===== src/include/l2_params.svh =====
`ifndef L2_PARAMS_SVH
`define L2_PARAMS_SVH

// byte address width seen by both L1 caches and the memory bridge
`define L2_ADDR_W   32

// four sets
`define L2_INDEX_W  2

// word offset inside a line of four words
`define L2_OFFSET_W 2

// ways 0 and 1 belong to the icache, 2 and 3 to the dcache
`define L2_WAYS     4
`define L2_WAY_W    2

// one full line of four 32-bit words
`define L2_LINE_W   128

// what is left of the address above index, word offset and byte offset
`define L2_TAG_W    (`L2_ADDR_W - `L2_INDEX_W - `L2_OFFSET_W - 2)

`endif


===== src/logic/l2_bus_pkg.sv =====
`default_nettype none

`include "l2_params.svh"

package l2_bus_pkg;

    // who the buffered request came from, and read or write on the data side
    typedef enum logic [1:0] {
        SRC_NONE   = 2'd0,
        SRC_IFETCH = 2'd1,
        SRC_DREAD  = 2'd2,
        SRC_DWRITE = 2'd3
    } l2_src_e;

    typedef struct packed {
        logic                 req;
        logic [`L2_ADDR_W-1:0] addr;
    } ic_req_t;

    typedef struct packed {
        logic                 req;
        logic                 wr;
        logic [`L2_ADDR_W-1:0] addr;
        logic [31:0]          wdata;
        logic [3:0]           wstrb;
    } dc_req_t;

    typedef struct packed {
        logic                 addr_ok;
        logic                 data_ok;
        logic [`L2_LINE_W-1:0] line;
    } l1_resp_t;

    typedef struct packed {
        l2_src_e              src;
        logic [`L2_ADDR_W-1:0] addr;
        logic [31:0]          wdata;
        logic [3:0]           wstrb;
    } l2_req_t;

    // memory side addresses are always line aligned
    typedef struct packed {
        logic                 req;
        logic [`L2_ADDR_W-1:0] addr;
    } mem_rd_req_t;

    typedef struct packed {
        logic                 req;
        logic [`L2_ADDR_W-1:0] addr;
        logic [`L2_LINE_W-1:0] line;
    } mem_wr_req_t;

    typedef struct packed {
        logic                 addr_ok_r;
        logic                 addr_ok_w;
        logic                 data_ok;
        logic [`L2_LINE_W-1:0] line;
    } mem_resp_t;

endpackage

`default_nettype wire


===== src/logic/l2_ctrl_pkg.sv =====
`default_nettype none

package l2_ctrl_pkg;

    // miss path runs write-back first, then the line read
    typedef enum logic [2:0] {
        ST_IDLE    = 3'd0,
        ST_LOOKUP  = 3'd1,
        ST_WB_REQ  = 3'd2,
        ST_RD_REQ  = 3'd3,
        // waiting for the read line
        ST_RD_WAIT = 3'd4,
        ST_REFILL  = 3'd5,
        // data_ok back to the L1 side
        ST_RESP    = 3'd6
    } l2_state_e;

endpackage

`default_nettype wire


===== src/logic/l2_arbiter.sv =====
`timescale 1ns/1ps
`default_nettype none

`include "l2_params.svh"

module l2_arbiter import l2_bus_pkg::*; (
    input  logic                  clk,
    input  logic                  rst,
    input  ic_req_t               ic_req,
    input  dc_req_t               dc_req,
    input  logic                  grant,
    input  logic                  done,
    input  logic [`L2_LINE_W-1:0] line,
    output logic                  pending,
    output l2_src_e               src,
    output l2_req_t               req_buf,
    output l1_resp_t              ic_resp,
    output l1_resp_t              dc_resp
);

    // dcache first
    always_comb begin
        if (dc_req.req) begin
            src = dc_req.wr ? SRC_DWRITE : SRC_DREAD;
        end else if (ic_req.req) begin
            src = SRC_IFETCH;
        end else begin
            src = SRC_NONE;
        end
    end

    assign pending = ic_req.req | dc_req.req;

    always_ff @(posedge clk) begin
        if (rst) begin
            req_buf.src <= SRC_NONE;
        end else if (grant) begin
            req_buf.src   <= src;
            req_buf.addr  <= dc_req.req ? dc_req.addr : ic_req.addr;
            req_buf.wdata <= dc_req.wdata;
            req_buf.wstrb <= dc_req.wstrb;
        end
    end

    // addr_ok follows the live winner, data_ok the buffered source
    always_comb begin
        ic_resp.addr_ok = grant && (src == SRC_IFETCH);
        ic_resp.data_ok = done && (req_buf.src == SRC_IFETCH);
        ic_resp.line    = line;

        dc_resp.addr_ok = grant && ((src == SRC_DREAD) || (src == SRC_DWRITE));
        dc_resp.data_ok = done && ((req_buf.src == SRC_DREAD) || (req_buf.src == SRC_DWRITE));
        dc_resp.line    = line;
    end

endmodule

`default_nettype wire


===== src/logic/l2_tag_store.sv =====
`timescale 1ns/1ps
`default_nettype none

`include "l2_params.svh"

module l2_tag_store import l2_bus_pkg::*; (
    input  logic                  clk,
    input  logic                  rst,
    input  l2_req_t               req_buf,
    input  logic                  fill,
    input  logic                  set_dirty,
    input  logic [`L2_WAY_W-1:0]  fill_way,
    output logic [`L2_WAY_W-1:0]  hit_way,
    output logic                  hit,
    output logic [`L2_WAY_W-1:0]  victim_way,
    output logic                  victim_dirty,
    output logic [`L2_ADDR_W-1:0] victim_addr
);

    localparam int SETS = 1 << `L2_INDEX_W;

    logic [`L2_TAG_W-1:0]             tags [`L2_WAYS][SETS];
    logic [SETS-1:0][`L2_WAYS-1:0]    valid;
    logic [SETS-1:0][`L2_WAYS-1:0]    dirty;
    // one bit per side pointing at the way of the pair to replace next
    logic [SETS-1:0][1:0]             plru;

    logic [`L2_INDEX_W-1:0] idx;
    logic [`L2_TAG_W-1:0]   tag;
    logic                   side_d;
    logic [`L2_WAY_W-1:0]   way0;
    logic [`L2_WAY_W-1:0]   way1;
    logic                   hit0;
    logic                   hit1;

    assign idx    = req_buf.addr[`L2_OFFSET_W+`L2_INDEX_W+1:`L2_OFFSET_W+2];
    assign tag    = req_buf.addr[`L2_ADDR_W-1:`L2_OFFSET_W+`L2_INDEX_W+2];
    assign side_d = (req_buf.src != SRC_IFETCH);
    assign way0   = {side_d, 1'b0};
    assign way1   = {side_d, 1'b1};

    // only the pair visible to the requester is compared
    assign hit0    = valid[idx][way0] && (tags[way0][idx] == tag);
    assign hit1    = valid[idx][way1] && (tags[way1][idx] == tag);
    assign hit     = (req_buf.src != SRC_NONE) && (hit0 || hit1);
    assign hit_way = hit1 ? way1 : way0;

    always_comb begin
        if (!valid[idx][way0]) begin
            victim_way = way0;
        end else if (!valid[idx][way1]) begin
            victim_way = way1;
        end else begin
            victim_way = {side_d, plru[idx][side_d]};
        end
    end

    assign victim_dirty = valid[idx][victim_way] && dirty[idx][victim_way];
    assign victim_addr  = {tags[victim_way][idx], idx, {(`L2_OFFSET_W+2){1'b0}}};

    always_ff @(posedge clk) begin
        if (rst) begin
            valid <= '0;
            dirty <= '0;
            plru  <= '0;
        end else begin
            if (fill) begin
                valid[idx][fill_way] <= 1'b1;
                dirty[idx][fill_way] <= set_dirty;
                plru[idx][fill_way[1]] <= ~fill_way[0];
            end else begin
                if (set_dirty) begin
                    dirty[idx][fill_way] <= 1'b1;
                end
                if (hit) begin
                    plru[idx][hit_way[1]] <= ~hit_way[0];
                end
            end
        end
    end

    always_ff @(posedge clk) begin
        if (fill) begin
            tags[fill_way][idx] <= tag;
        end
    end

endmodule

`default_nettype wire


===== src/logic/l2_data_store.sv =====
`timescale 1ns/1ps
`default_nettype none

`include "l2_params.svh"

module l2_data_store import l2_bus_pkg::*; (
    input  logic                  clk,
    input  l2_req_t               req_buf,
    input  logic [`L2_WAY_W-1:0]  rd_way,
    input  logic                  word_we,
    input  logic                  line_we,
    input  logic [`L2_WAY_W-1:0]  wr_way,
    input  logic [`L2_LINE_W-1:0] refill_line,
    output logic [`L2_LINE_W-1:0] line
);

    localparam int SETS = 1 << `L2_INDEX_W;

    logic [`L2_LINE_W-1:0]   lines [SETS][`L2_WAYS];
    // memory line arrives with data_ok and is written one cycle later in refill
    logic [`L2_LINE_W-1:0]   refill_q;
    logic [`L2_LINE_W-1:0]   merged;
    logic [`L2_INDEX_W-1:0]  idx;
    logic [`L2_OFFSET_W-1:0] word;
    logic                    merge_en;

    assign idx      = req_buf.addr[`L2_OFFSET_W+`L2_INDEX_W+1:`L2_OFFSET_W+2];
    assign word     = req_buf.addr[`L2_OFFSET_W+1:2];
    assign merge_en = word_we || (line_we && (req_buf.src == SRC_DWRITE));

    // store word lands on top of either the old line or the refill line
    always_comb begin
        merged = line_we ? refill_q : lines[idx][wr_way];
        if (merge_en) begin
            for (int b = 0; b < 4; b++) begin
                if (req_buf.wstrb[b]) begin
                    merged[word*32 + b*8 +: 8] = req_buf.wdata[b*8 +: 8];
                end
            end
        end
    end

    always_ff @(posedge clk) begin
        refill_q <= refill_line;
        if (line_we || word_we) begin
            lines[idx][wr_way] <= merged;
        end
    end

    assign line = lines[idx][rd_way];

endmodule

`default_nettype wire


===== src/logic/l2_ctrl_fsm.sv =====
`timescale 1ns/1ps
`default_nettype none

`include "l2_params.svh"

module l2_ctrl_fsm import l2_bus_pkg::*, l2_ctrl_pkg::*; (
    input  logic                  clk,
    input  logic                  rst,
    input  logic                  pending,
    input  l2_src_e               src,
    input  logic                  hit,
    input  logic [`L2_WAY_W-1:0]  hit_way,
    input  logic [`L2_WAY_W-1:0]  victim_way,
    input  logic                  victim_dirty,
    input  logic [`L2_ADDR_W-1:0] victim_addr,
    input  logic [`L2_LINE_W-1:0] victim_line,
    input  logic [`L2_ADDR_W-1:0] req_addr,
    input  mem_resp_t             mem_resp,
    output logic                  grant,
    output logic                  done,
    output logic                  fill,
    output logic                  set_dirty,
    output logic                  word_we,
    output logic                  line_we,
    output logic [`L2_WAY_W-1:0]  rd_way,
    output logic [`L2_WAY_W-1:0]  wr_way,
    output mem_rd_req_t           mem_rd,
    output mem_wr_req_t           mem_wr
);

    l2_state_e            state;
    l2_state_e            state_nxt;
    l2_src_e              src_q;
    logic [`L2_WAY_W-1:0] way_q;
    logic [`L2_WAY_W-1:0] cur_way;
    logic                 is_write;

    always_ff @(posedge clk) begin
        if (rst) begin
            state <= ST_IDLE;
            src_q <= SRC_NONE;
        end else begin
            state <= state_nxt;
            if (grant) begin
                src_q <= src;
            end
        end
    end

    // hit way or victim way kept for the rest of the request
    always_ff @(posedge clk) begin
        if (state == ST_LOOKUP) begin
            way_q <= hit ? hit_way : victim_way;
        end
    end

    always_comb begin
        state_nxt = state;
        case (state)
            ST_IDLE: begin
                if (pending) begin
                    state_nxt = ST_LOOKUP;
                end
            end
            ST_LOOKUP: begin
                if (hit) begin
                    state_nxt = ST_RESP;
                end else if (victim_dirty) begin
                    state_nxt = ST_WB_REQ;
                end else begin
                    state_nxt = ST_RD_REQ;
                end
            end
            ST_WB_REQ: begin
                if (mem_resp.addr_ok_w) begin
                    state_nxt = ST_RD_REQ;
                end
            end
            ST_RD_REQ: begin
                // line may come back in the accept cycle
                if (mem_resp.addr_ok_r && mem_resp.data_ok) begin
                    state_nxt = ST_REFILL;
                end else if (mem_resp.addr_ok_r) begin
                    state_nxt = ST_RD_WAIT;
                end
            end
            ST_RD_WAIT: begin
                if (mem_resp.data_ok) begin
                    state_nxt = ST_REFILL;
                end
            end
            ST_REFILL: state_nxt = ST_RESP;
            ST_RESP:   state_nxt = ST_IDLE;
            default:   state_nxt = ST_IDLE;
        endcase
    end

    assign is_write = (src_q == SRC_DWRITE);
    assign cur_way  = (state == ST_LOOKUP) ? hit_way : way_q;

    assign grant     = (state == ST_IDLE) && pending;
    assign done      = (state == ST_RESP);
    assign fill      = (state == ST_REFILL);
    assign line_we   = (state == ST_REFILL);
    assign word_we   = (state == ST_LOOKUP) && hit && is_write;
    assign set_dirty = is_write && (((state == ST_LOOKUP) && hit) || (state == ST_REFILL));
    assign rd_way    = cur_way;
    assign wr_way    = cur_way;

    always_comb begin
        mem_rd.req  = (state == ST_RD_REQ);
        mem_rd.addr = {req_addr[`L2_ADDR_W-1:`L2_OFFSET_W+2], {(`L2_OFFSET_W+2){1'b0}}};
        mem_wr.req  = (state == ST_WB_REQ);
        mem_wr.addr = victim_addr;
        mem_wr.line = victim_line;
    end

endmodule

`default_nettype wire


===== src/logic/l2_cache_top.sv =====
`timescale 1ns/1ps
`default_nettype none

`include "l2_params.svh"

module l2_cache_top import l2_bus_pkg::*; (
    input  logic        clk,
    input  logic        rst,
    input  ic_req_t     ic_req,
    input  dc_req_t     dc_req,
    output l1_resp_t    ic_resp,
    output l1_resp_t    dc_resp,
    output mem_rd_req_t mem_rd,
    output mem_wr_req_t mem_wr,
    input  mem_resp_t   mem_resp
);

    l2_req_t               req_buf;
    l2_src_e               src;
    logic                  pending;
    logic                  grant;
    logic                  done;
    logic                  fill;
    logic                  set_dirty;
    logic                  word_we;
    logic                  line_we;
    logic                  hit;
    logic                  victim_dirty;
    logic [`L2_WAY_W-1:0]  hit_way;
    logic [`L2_WAY_W-1:0]  victim_way;
    logic [`L2_WAY_W-1:0]  rd_way;
    logic [`L2_WAY_W-1:0]  wr_way;
    logic [`L2_ADDR_W-1:0] victim_addr;
    logic [`L2_LINE_W-1:0] line;

    l2_arbiter i_l2_arbiter (
        .clk     (clk),
        .rst     (rst),
        .ic_req  (ic_req),
        .dc_req  (dc_req),
        .grant   (grant),
        .done    (done),
        .line    (line),
        .pending (pending),
        .src     (src),
        .req_buf (req_buf),
        .ic_resp (ic_resp),
        .dc_resp (dc_resp)
    );

    l2_tag_store i_l2_tag_store (
        .clk          (clk),
        .rst          (rst),
        .req_buf      (req_buf),
        .fill         (fill),
        .set_dirty    (set_dirty),
        .fill_way     (wr_way),
        .hit_way      (hit_way),
        .hit          (hit),
        .victim_way   (victim_way),
        .victim_dirty (victim_dirty),
        .victim_addr  (victim_addr)
    );

    l2_data_store i_l2_data_store (
        .clk         (clk),
        .req_buf     (req_buf),
        .rd_way      (rd_way),
        .word_we     (word_we),
        .line_we     (line_we),
        .wr_way      (wr_way),
        .refill_line (mem_resp.line),
        .line        (line)
    );

    l2_ctrl_fsm i_l2_ctrl_fsm (
        .clk          (clk),
        .rst          (rst),
        .pending      (pending),
        .src          (src),
        .hit          (hit),
        .hit_way      (hit_way),
        .victim_way   (victim_way),
        .victim_dirty (victim_dirty),
        .victim_addr  (victim_addr),
        .victim_line  (line),
        .req_addr     (req_buf.addr),
        .mem_resp     (mem_resp),
        .grant        (grant),
        .done         (done),
        .fill         (fill),
        .set_dirty    (set_dirty),
        .word_we      (word_we),
        .line_we      (line_we),
        .rd_way       (rd_way),
        .wr_way       (wr_way),
        .mem_rd       (mem_rd),
        .mem_wr       (mem_wr)
    );

endmodule

`default_nettype wire


===== config.mk =====
export PLATFORM = sky130hd
export DESIGN_NAME = l2_cache_top
export DESIGN_NICKNAME = d
export VERILOG_FILES = /design/src/logic/l2_bus_pkg.sv /design/src/logic/l2_ctrl_pkg.sv /design/src/logic/l2_arbiter.sv /design/src/logic/l2_tag_store.sv /design/src/logic/l2_data_store.sv /design/src/logic/l2_ctrl_fsm.sv /design/src/logic/l2_cache_top.sv
export VERILOG_INCLUDE_DIRS = /design/src /design/src/include
export SDC_FILE = /design/constraint.sdc
export NUM_CORES = 2
export LEC_CHECK = 0
export BUFFER_PORTS_ARGS = -buffer_cell sky130_fd_sc_hd__buf_2
export CAP_MARGIN = 25
export CORE_MARGIN = 1.5
export CORE_UTILIZATION = 38
export DETAILED_ROUTE_END_ITERATION = 10
export PLACE_DENSITY = 0.55
export SYNTH_ARGS = -nofsm -noshare
export SYNTH_HDL_FRONTEND = slang
export SYNTH_SLANG_ARGS = --single-unit

===== constraint.sdc =====
create_clock -name clk -period 18.8 [get_ports clk]
set_clock_uncertainty 0.1 [all_clocks]
set_input_delay 3.76 -clock clk [delete_from_list [all_inputs] [get_ports clk]]
set_output_delay 3.76 -clock clk [all_outputs]
set_load 0.01 [all_outputs]

* Yosys cells after proc, flatten, opt, wreduce, memory -nomap -nowiden
Memories as Yosys holds them, arrays and structs flattened. A register that Yosys moved wholly into a read port is not among the register bits.
Index checks and enable logic that the tools add are counted.
W data, S select, Z words.
** Cells by class
- Multiplexer cells :: 86
- Add/subtract/negate cells :: 7
- Bitwise gates (word level) :: 8
- Equality and inequality tests :: 19
- Order comparisons :: 16
- Reduce and logical (&&, ||, !) cells :: 32
- Shift operators :: 8
** Operators with widths (count)
- $mux W128 :: 12
- $bwmux W128 :: 4
- $mux W512 :: 1
- $shift A8 B34 Y128 const A :: 4
- $shiftx A8 B34 Y128 :: 4
- $bmux W128 S2 :: 1
- $demux W128 S2 :: 1
- $mux W26 :: 7
- $bmux W26 S2 :: 3
- $mux W104 :: 1
- $neg A32 Y34 :: 3
- $demux W26 S2 :: 1
- $eq A26 B26 Y1 :: 2
- $neg A7 Y34 :: 1
- $mux W16 :: 2
- $mux W32 :: 1
- $or A16 B16 Y16 :: 2
- $logic_and A1 B1 Y1 :: 20
- $mux W1 :: 20
- $mux W3 :: 6
- $pmux W3 S6 :: 1
- $add A7 B5 Y8 const B :: 2
- $bmux W4 S2 :: 2
- $bwmux W16 :: 1
- other kinds (33) :: 74
** Word-level totals
- Bits in writable memories :: 2464
- Logic and storage cells :: 197
- Memories :: 2
- Input bits :: 236
- Output and inout bits :: 454
- Flip-flop bits (word level) :: 243
** Memory list
- i_l2_data_store.lines :: depth 4, bits a word 512, read ports 1, clocked after memory_dff 1, wr ports 1, RTL line l2_data_store.sv:19 : logic [`L2_LINE_W-1:0] lines [SETS][`L2_WAYS];
- i_l2_tag_store.tags :: depth 4, bits a word 104, read ports 3, clocked after memory_dff 0, wr ports 1, RTL line l2_tag_store.sv:22 : logic [`L2_TAG_W-1:0] tags [`L2_WAYS][SETS];

* Logic depth before layout (Yosys ltp)
An unclocked memory read counts as a cell.
- Word-level depth :: 26
- Mapped depth :: 17
- Mapped depth without buffers :: 11

* Modules after synthesis
From an unflattened synthesis, not the netlist that was laid out.
** Second synthesis, totals
- Cell total of the unflattened synthesis :: 7274
- Area total of the unflattened synthesis :: 121541.6 sq um
** By module, submodules not included
- l2_data_store :: seq. area each 64061.4 sq um, cells each 5130, area each 92804.0 sq um, instances 1
- l2_tag_store :: seq. area each 13292.7 sq um, cells each 1529, area each 22306.4 sq um, instances 1
- l2_arbiter :: seq. area each 2082.0 sq um, cells each 377, area each 4511.8 sq um, instances 1
- l2_ctrl_fsm :: seq. area each 160.2 sq um, cells each 238, area each 1919.3 sq um, instances 1

* Worst setup path before layout
OpenSTA, ideal clock, no wires.
- Path kind :: register to register
- Start :: register i_l2_arbiter.req_buf[41] (netlist name)
- End :: memory i_l2_data_store.lines[3][256] (netlist bit), enable pin
- Arrival time :: 14.984 ns
- Library setup time :: 0.929 ns
- Clock period less this slack :: 16.013 ns
- Cell stages (with the launch flop) :: 14
- Setup slack :: 2.787 ns
- Data required time :: 17.771 ns
- Buffers on the path :: 4
- Cells stage by stage :: edfxtp_1 > buf_2 > clkbuf_1 > nor2_1 > mux4_2 > nor2_1 > xnor2_1 > nand4_1 > nor4b_2 > nand4_1 > and2_1 > clkbuf_1 > clkbuf_1 > nor4_1
** On the way
- Cells in the longest elaborated chain, start to end :: 14
- Elaborated cells between the ends (all ways) :: 32
- Those cells by class :: order compare (2); eq/ne (2); mux (18); bitwise (2); reduce/logical (8)
** Ends and longest elaborated chain
- $not A2 Y3 (not written as such) :: RTL line l2_tag_store.sv:43, l2_tag_store.sv:44
- $bmux W26 S2 :: RTL line l2_tag_store.sv:44 : assign hit1 = valid[idx][way1] && (tags[way1][idx] == tag);
- $mux W26 (not written as such) (2 in series) :: RTL line l2_tag_store.sv:44
- $eq A26 B26 Y1 :: RTL line l2_tag_store.sv:44
- $logic_and A1 B1 Y1 :: RTL line l2_tag_store.sv:44
- $mux W1 :: RTL line l2_tag_store.sv:46 : assign hit_way = hit1 ? way1 : way0;
- $mux W2 :: RTL line l2_ctrl_fsm.sv:99 : assign cur_way = (state == ST_LOOKUP) ? hit_way : way_q;
- $not A2 Y3 (not written as such) :: RTL line l2_data_store.sv:46 : lines[idx][wr_way] <= merged;
- $ge A3 B3 Y1 (not written as such) / $lt A3 B1 Y1 (equally long branches) :: RTL line l2_data_store.sv:46
- $logic_and A1 B1 Y1 (not written as such) :: RTL line l2_data_store.sv:46
- $mux W128 (not written as such) :: RTL line l2_data_store.sv:46
- $demux W128 S2 :: RTL line l2_data_store.sv:46
- $mux W512 (not written as such) :: RTL line l2_data_store.sv:46
- end, declared :: RTL line l2_data_store.sv:19
Parallel ways exist; a longest one is shown, timed or not. The select of a mux whose other input is x is not followed.

==> summary.txt <==
Final layout
  – Number of nets in the layout: 6,669
  – Filler cells: 25,290
  – Reg area: 79,550 µm²
  – Final standard cell area without fillers: 129,000 µm²
  – Share of final-layout standard cells stronger than drive strength 1: 33.44%
  – Multi-input gate area in the final layout: 28,630 µm²
  – Area Growth Syn to Fin: 15.54%

Yosys
  – Cell area after synthesis: 111,600 µm²
  – Syn. warnings: 0
  – Post-synthesis instance total: 5,831
  – Part of the Yosys area used for sequential elements: 71.25%
  – Post-synth top area cell: sky130_fd_sc_hd__edfxtp_1
  – Total of flip-flops plus latches after synthesis: 2,707
  – Count of flip-flops with a built-in enable after synthesis: 2,532
  – Proportion of netlist area held by the largest area contributor: 68.11%
  – Share of flip-flops with an asynchronous set or reset after synthesis: 0%
  – Most numerous cell in the Yosys netlist: sky130_fd_sc_hd__edfxtp_1
  – Most area-consuming cells after synthesis: sky130_fd_sc_hd__edfxtp_1 (68%), sky130_fd_sc_hd__mux4_2 (13%), sky130_fd_sc_hd__mux2i_1 (5.6%), sky130_fd_sc_hd__dfxtp_1 (3.1%), sky130_fd_sc_hd__buf_4 (2.1%)
  – Most used DFF post-synth: sky130_fd_sc_hd__edfxtp_1
  – Commonest cells post-synth: sky130_fd_sc_hd__edfxtp_1 (2,532), sky130_fd_sc_hd__mux2i_1 (628), sky130_fd_sc_hd__mux4_2 (628)
  – Average footprint of a synthesized cell: 19.14 µm²
  – Number of distinct library cells after synthesis: 81

Floorplan
  – Site Rows: 198
  – Die Area: 297,000 µm²
  – Initial core utilization: 38.28%
  – I/O pins: 690
  – Die outline width: 545.0 µm
  – CORE AREA: 291,600 µm²
  – Die boundary height: 545.0 µm

Clock tree
  – Maximum clock insertion buffer count: 4
  – Quantity of hold-fixing buffers added after cts: 0
  – Clock sink total: 2,707
  – Number of buffers added by the clock tree synthesis step: 300
  – Clock tree root driver cell: sky130_fd_sc_hd__clkbuf_16
  – Gates resized, CTS repair: 0
  – Number of H-tree levels: 5
  – CTS clk-pin slew, worst paths: 60 ps
  – Post-CTS setup buffer count: 0
  – Skew-Pair Late Insertion Delay: 930 ps
  – Clock tree from TritonCTS: done

Placed design
  – Routability congestion estimate: 0.7951
  – Input/output buffers: 677
  – Post-detailed-placement cell area: 118,000 µm²
  – Detailed placer's ending HPWL: 183,700 µm

Timing
  – Setup repair after global routing missed its margin: false
  – Final hold violation count: 0
  – Post-layout min period: 13,710 ps
  – Sum of negative setup slack: 0 ps
  – Relative max-transition margin: 15.90%
  – Setup violations, final: 0
  – Fmax achieved: 0.07292 GHz
  – Period utilization: 72.95%
  – Count of pins over their slew limit: 0
  – Transition time at the pin with the least slew margin: 1261 ps

Job
  – Max-cap violations: 0

Critical path
  – Critical-path maximum fanout: 55
  – Critical path startpoint category: flop
  – Type of the setup path with the least slack: flop to primary output
  – Category of the worst setup path capture point: primary output
  – Worst EP arrival: 9850 ps
  – Crit path required time: 14,940 ps

Global route
  – Pin count of the biggest net entering global routing: 148
  – Number of global-route vias before repair: 59,910
  – Combined global-route utilization of all metal layers: 22.06%
  – Initial antenna violation count: 41
  – Global-route wire length before repair: 461,500 µm
  – Global route total overflow: 0

Routing
  – Wire length per cell after detailed routing: 31.52 µm
  – Antenna-violating nets left: 0
  – Iter 0 DRT Violations: 6,640
  – Routed WL: 333,800 µm
  – Vias after detailed routing: 60,390
  – Number of detailed-route iterations in the first pass: 6
  – Drt drc: 0
  – Ratio of routed vias to standard cells: 5.703

Pwr
  – Worst-case vdd ir drop: 0.09408 mV
  – Leakage power summed over all cells: 42.07 nW
  – Final total power: 0.01606 W
  – Pwr/cell area: 124.5 nW/µm²

Hold path
  – Type of the most critical hold path: flop to flop

Outcome
  – Result of the run: completed
## where the power goes
group / switching, W / internal, W
registers: 0.0000784 / 0.00711
clock network: 0.00245 / 0.00351
logic: 0.00181 / 0.00109
## critical path, stage by stage, from the launching register on
cell and delay (ps):
sky130_fd_sc_hd__dfxtp_2 940, sky130_fd_sc_hd__nor2b_4 50, sky130_fd_sc_hd__buf_4 280, sky130_fd_sc_hd__inv_6 350
sky130_fd_sc_hd__buf_4 690, sky130_fd_sc_hd__buf_4 640, sky130_fd_sc_hd__mux4_2 570, sky130_fd_sc_hd__nor2_1 180
sky130_fd_sc_hd__xnor2_1 260, sky130_fd_sc_hd__nand4_1 250, sky130_fd_sc_hd__nor4b_2 580, sky130_fd_sc_hd__nand4_1 340
sky130_fd_sc_hd__nand2_4 670, sky130_fd_sc_hd__buf_4 720, sky130_fd_sc_hd__buf_4 890, sky130_fd_sc_hd__mux2i_1 860
sky130_fd_sc_hd__buf_2 340
## layer usage
metal	vias up	global-route usage, %	routed length, µm	share of wire, %
li1	24790	-	-	-
met1	32530	30.65	138500	41
met2	2570	35.83	160100	48
met3	480	3.357	24880	7.5
met4	20	6.676	10200	3.1
met5	-	0	128	0.038
## path summary, 6_finish.rpt
kind,start,endpoint,slack [ps],depth (start not counted)
worst max-delay path,i_l2_ctrl_fsm.src_q[1],dc_resp[119],5090,16
worst min-delay path,i_l2_tag_store.plru[6],i_l2_tag_store.plru[6],340,2
worst max register to register,i_l2_ctrl_fsm.src_q[1],i_l2_data_store.lines[0][334],10030,17
worst min register to register,i_l2_tag_store.plru[6],i_l2_tag_store.plru[6],340,2
## final cells by class
| type | count | share of cell area (%) |
|---|---|---|
| clock buffer | 415 | 6.543 |
| tap | 3900 | 3.783 |
| multi-input combinational | 2459 | 22.20 |
| clock inverter | 136 | 1.243 |
| timing repair buffer | 939 | 4.468 |
| inverter | 21 | 0.06500 |
| sequential | 2707 | 61.68 |
| antenna | 13 | 0.02522 |
## per-stage QoR
| step | hold slack [ps] | worst slack, ps | utilization (%) | cells |
|---|---|---|---|---|
| after floorplan | 317.6 | 2787 | - | 5838 |
| after global placement | 341.6 | 5990 | 40.42 | 9922 |
| after detailed placement | 336.5 | 6015 | 40.48 | 9929 |
| after CTS | 345.6 | 5014 | 43.92 | 10480 |
| after global routing | 372.5 | 4737 | 44.22 | 10580 |
| final | 343.2 | 5086 | 44.23 | 10590 |
## cell families (layout without fill, tap and decap cells)
logic type | Yosys count | after routing | share of synthesized area (%)
multiplexers | 1302 | 1302 | 18.77
other | 1 | 21 | 0.003359
AND/OR/NAND/NOR | 682 | 682 | 3.029
adder cells (fa/ha/maj) | 5 | 5 | 0.05605
AO/OA/AOI/OAI | 416 | 416 | 3.123
XOR/XNOR | 46 | 46 | 0.3609
buffers and inverters | 672 | 1511 | 3.409
flip-flops | 2707 | 2707 | 71.25
## cell usage in the layout (no fill, tap or decap), types with 25 or more instances in the layout
master / netlist / layout
sky130_fd_sc_hd__o21ai_0: 36 / 36
sky130_fd_sc_hd__xnor2_1: 32 / 32
sky130_fd_sc_hd__nor2_1: 104 / 85
sky130_fd_sc_hd__a211oi_1: 66 / 66
sky130_fd_sc_hd__buf_4: 313 / 234
sky130_fd_sc_hd__bufinv_16: 0 / 25
sky130_fd_sc_hd__o221a_1: 30 / 30
sky130_fd_sc_hd__mux4_2: 628 / 628
sky130_fd_sc_hd__a21oi_1: 44 / 44
sky130_fd_sc_hd__mux2i_1: 628 / 628
sky130_fd_sc_hd__nor3_1: 45 / 30
sky130_fd_sc_hd__mux2_2: 45 / 45
sky130_fd_sc_hd__clkbuf_16: 0 / 305
sky130_fd_sc_hd__and3b_1: 56 / 56
sky130_fd_sc_hd__nor2b_1: 34 / 33
sky130_fd_sc_hd__buf_2: 76 / 677
sky130_fd_sc_hd__o221a_2: 101 / 101
sky130_fd_sc_hd__dfxtp_1: 175 / 171
sky130_fd_sc_hd__o22ai_1: 32 / 32
sky130_fd_sc_hd__clkbuf_1: 240 / 70
sky130_fd_sc_hd__nand2_1: 318 / 317
sky130_fd_sc_hd__clkinv_2: 0 / 48
sky130_fd_sc_hd__edfxtp_1: 2532 / 2532
sky130_fd_sc_hd__clkbuf_8: 0 / 39
sky130_fd_sc_hd__clkinv_1: 1 / 29
## state kept, by name, indices dropped and copies added, names as in the netlist, named ones only
name and cells:
i_l2_arbiter.req_buf 66, i_l2_ctrl_fsm.state 3, i_l2_tag_store.tags 416, i_l2_tag_store.valid 16
i_l2_tag_store.dirty 16, i_l2_ctrl_fsm.way_q 2, i_l2_tag_store.plru 8, i_l2_data_store.lines 2048
i_l2_data_store.refill_q 128, i_l2_ctrl_fsm.src_q 2
(Power assumes the default switching activity.)
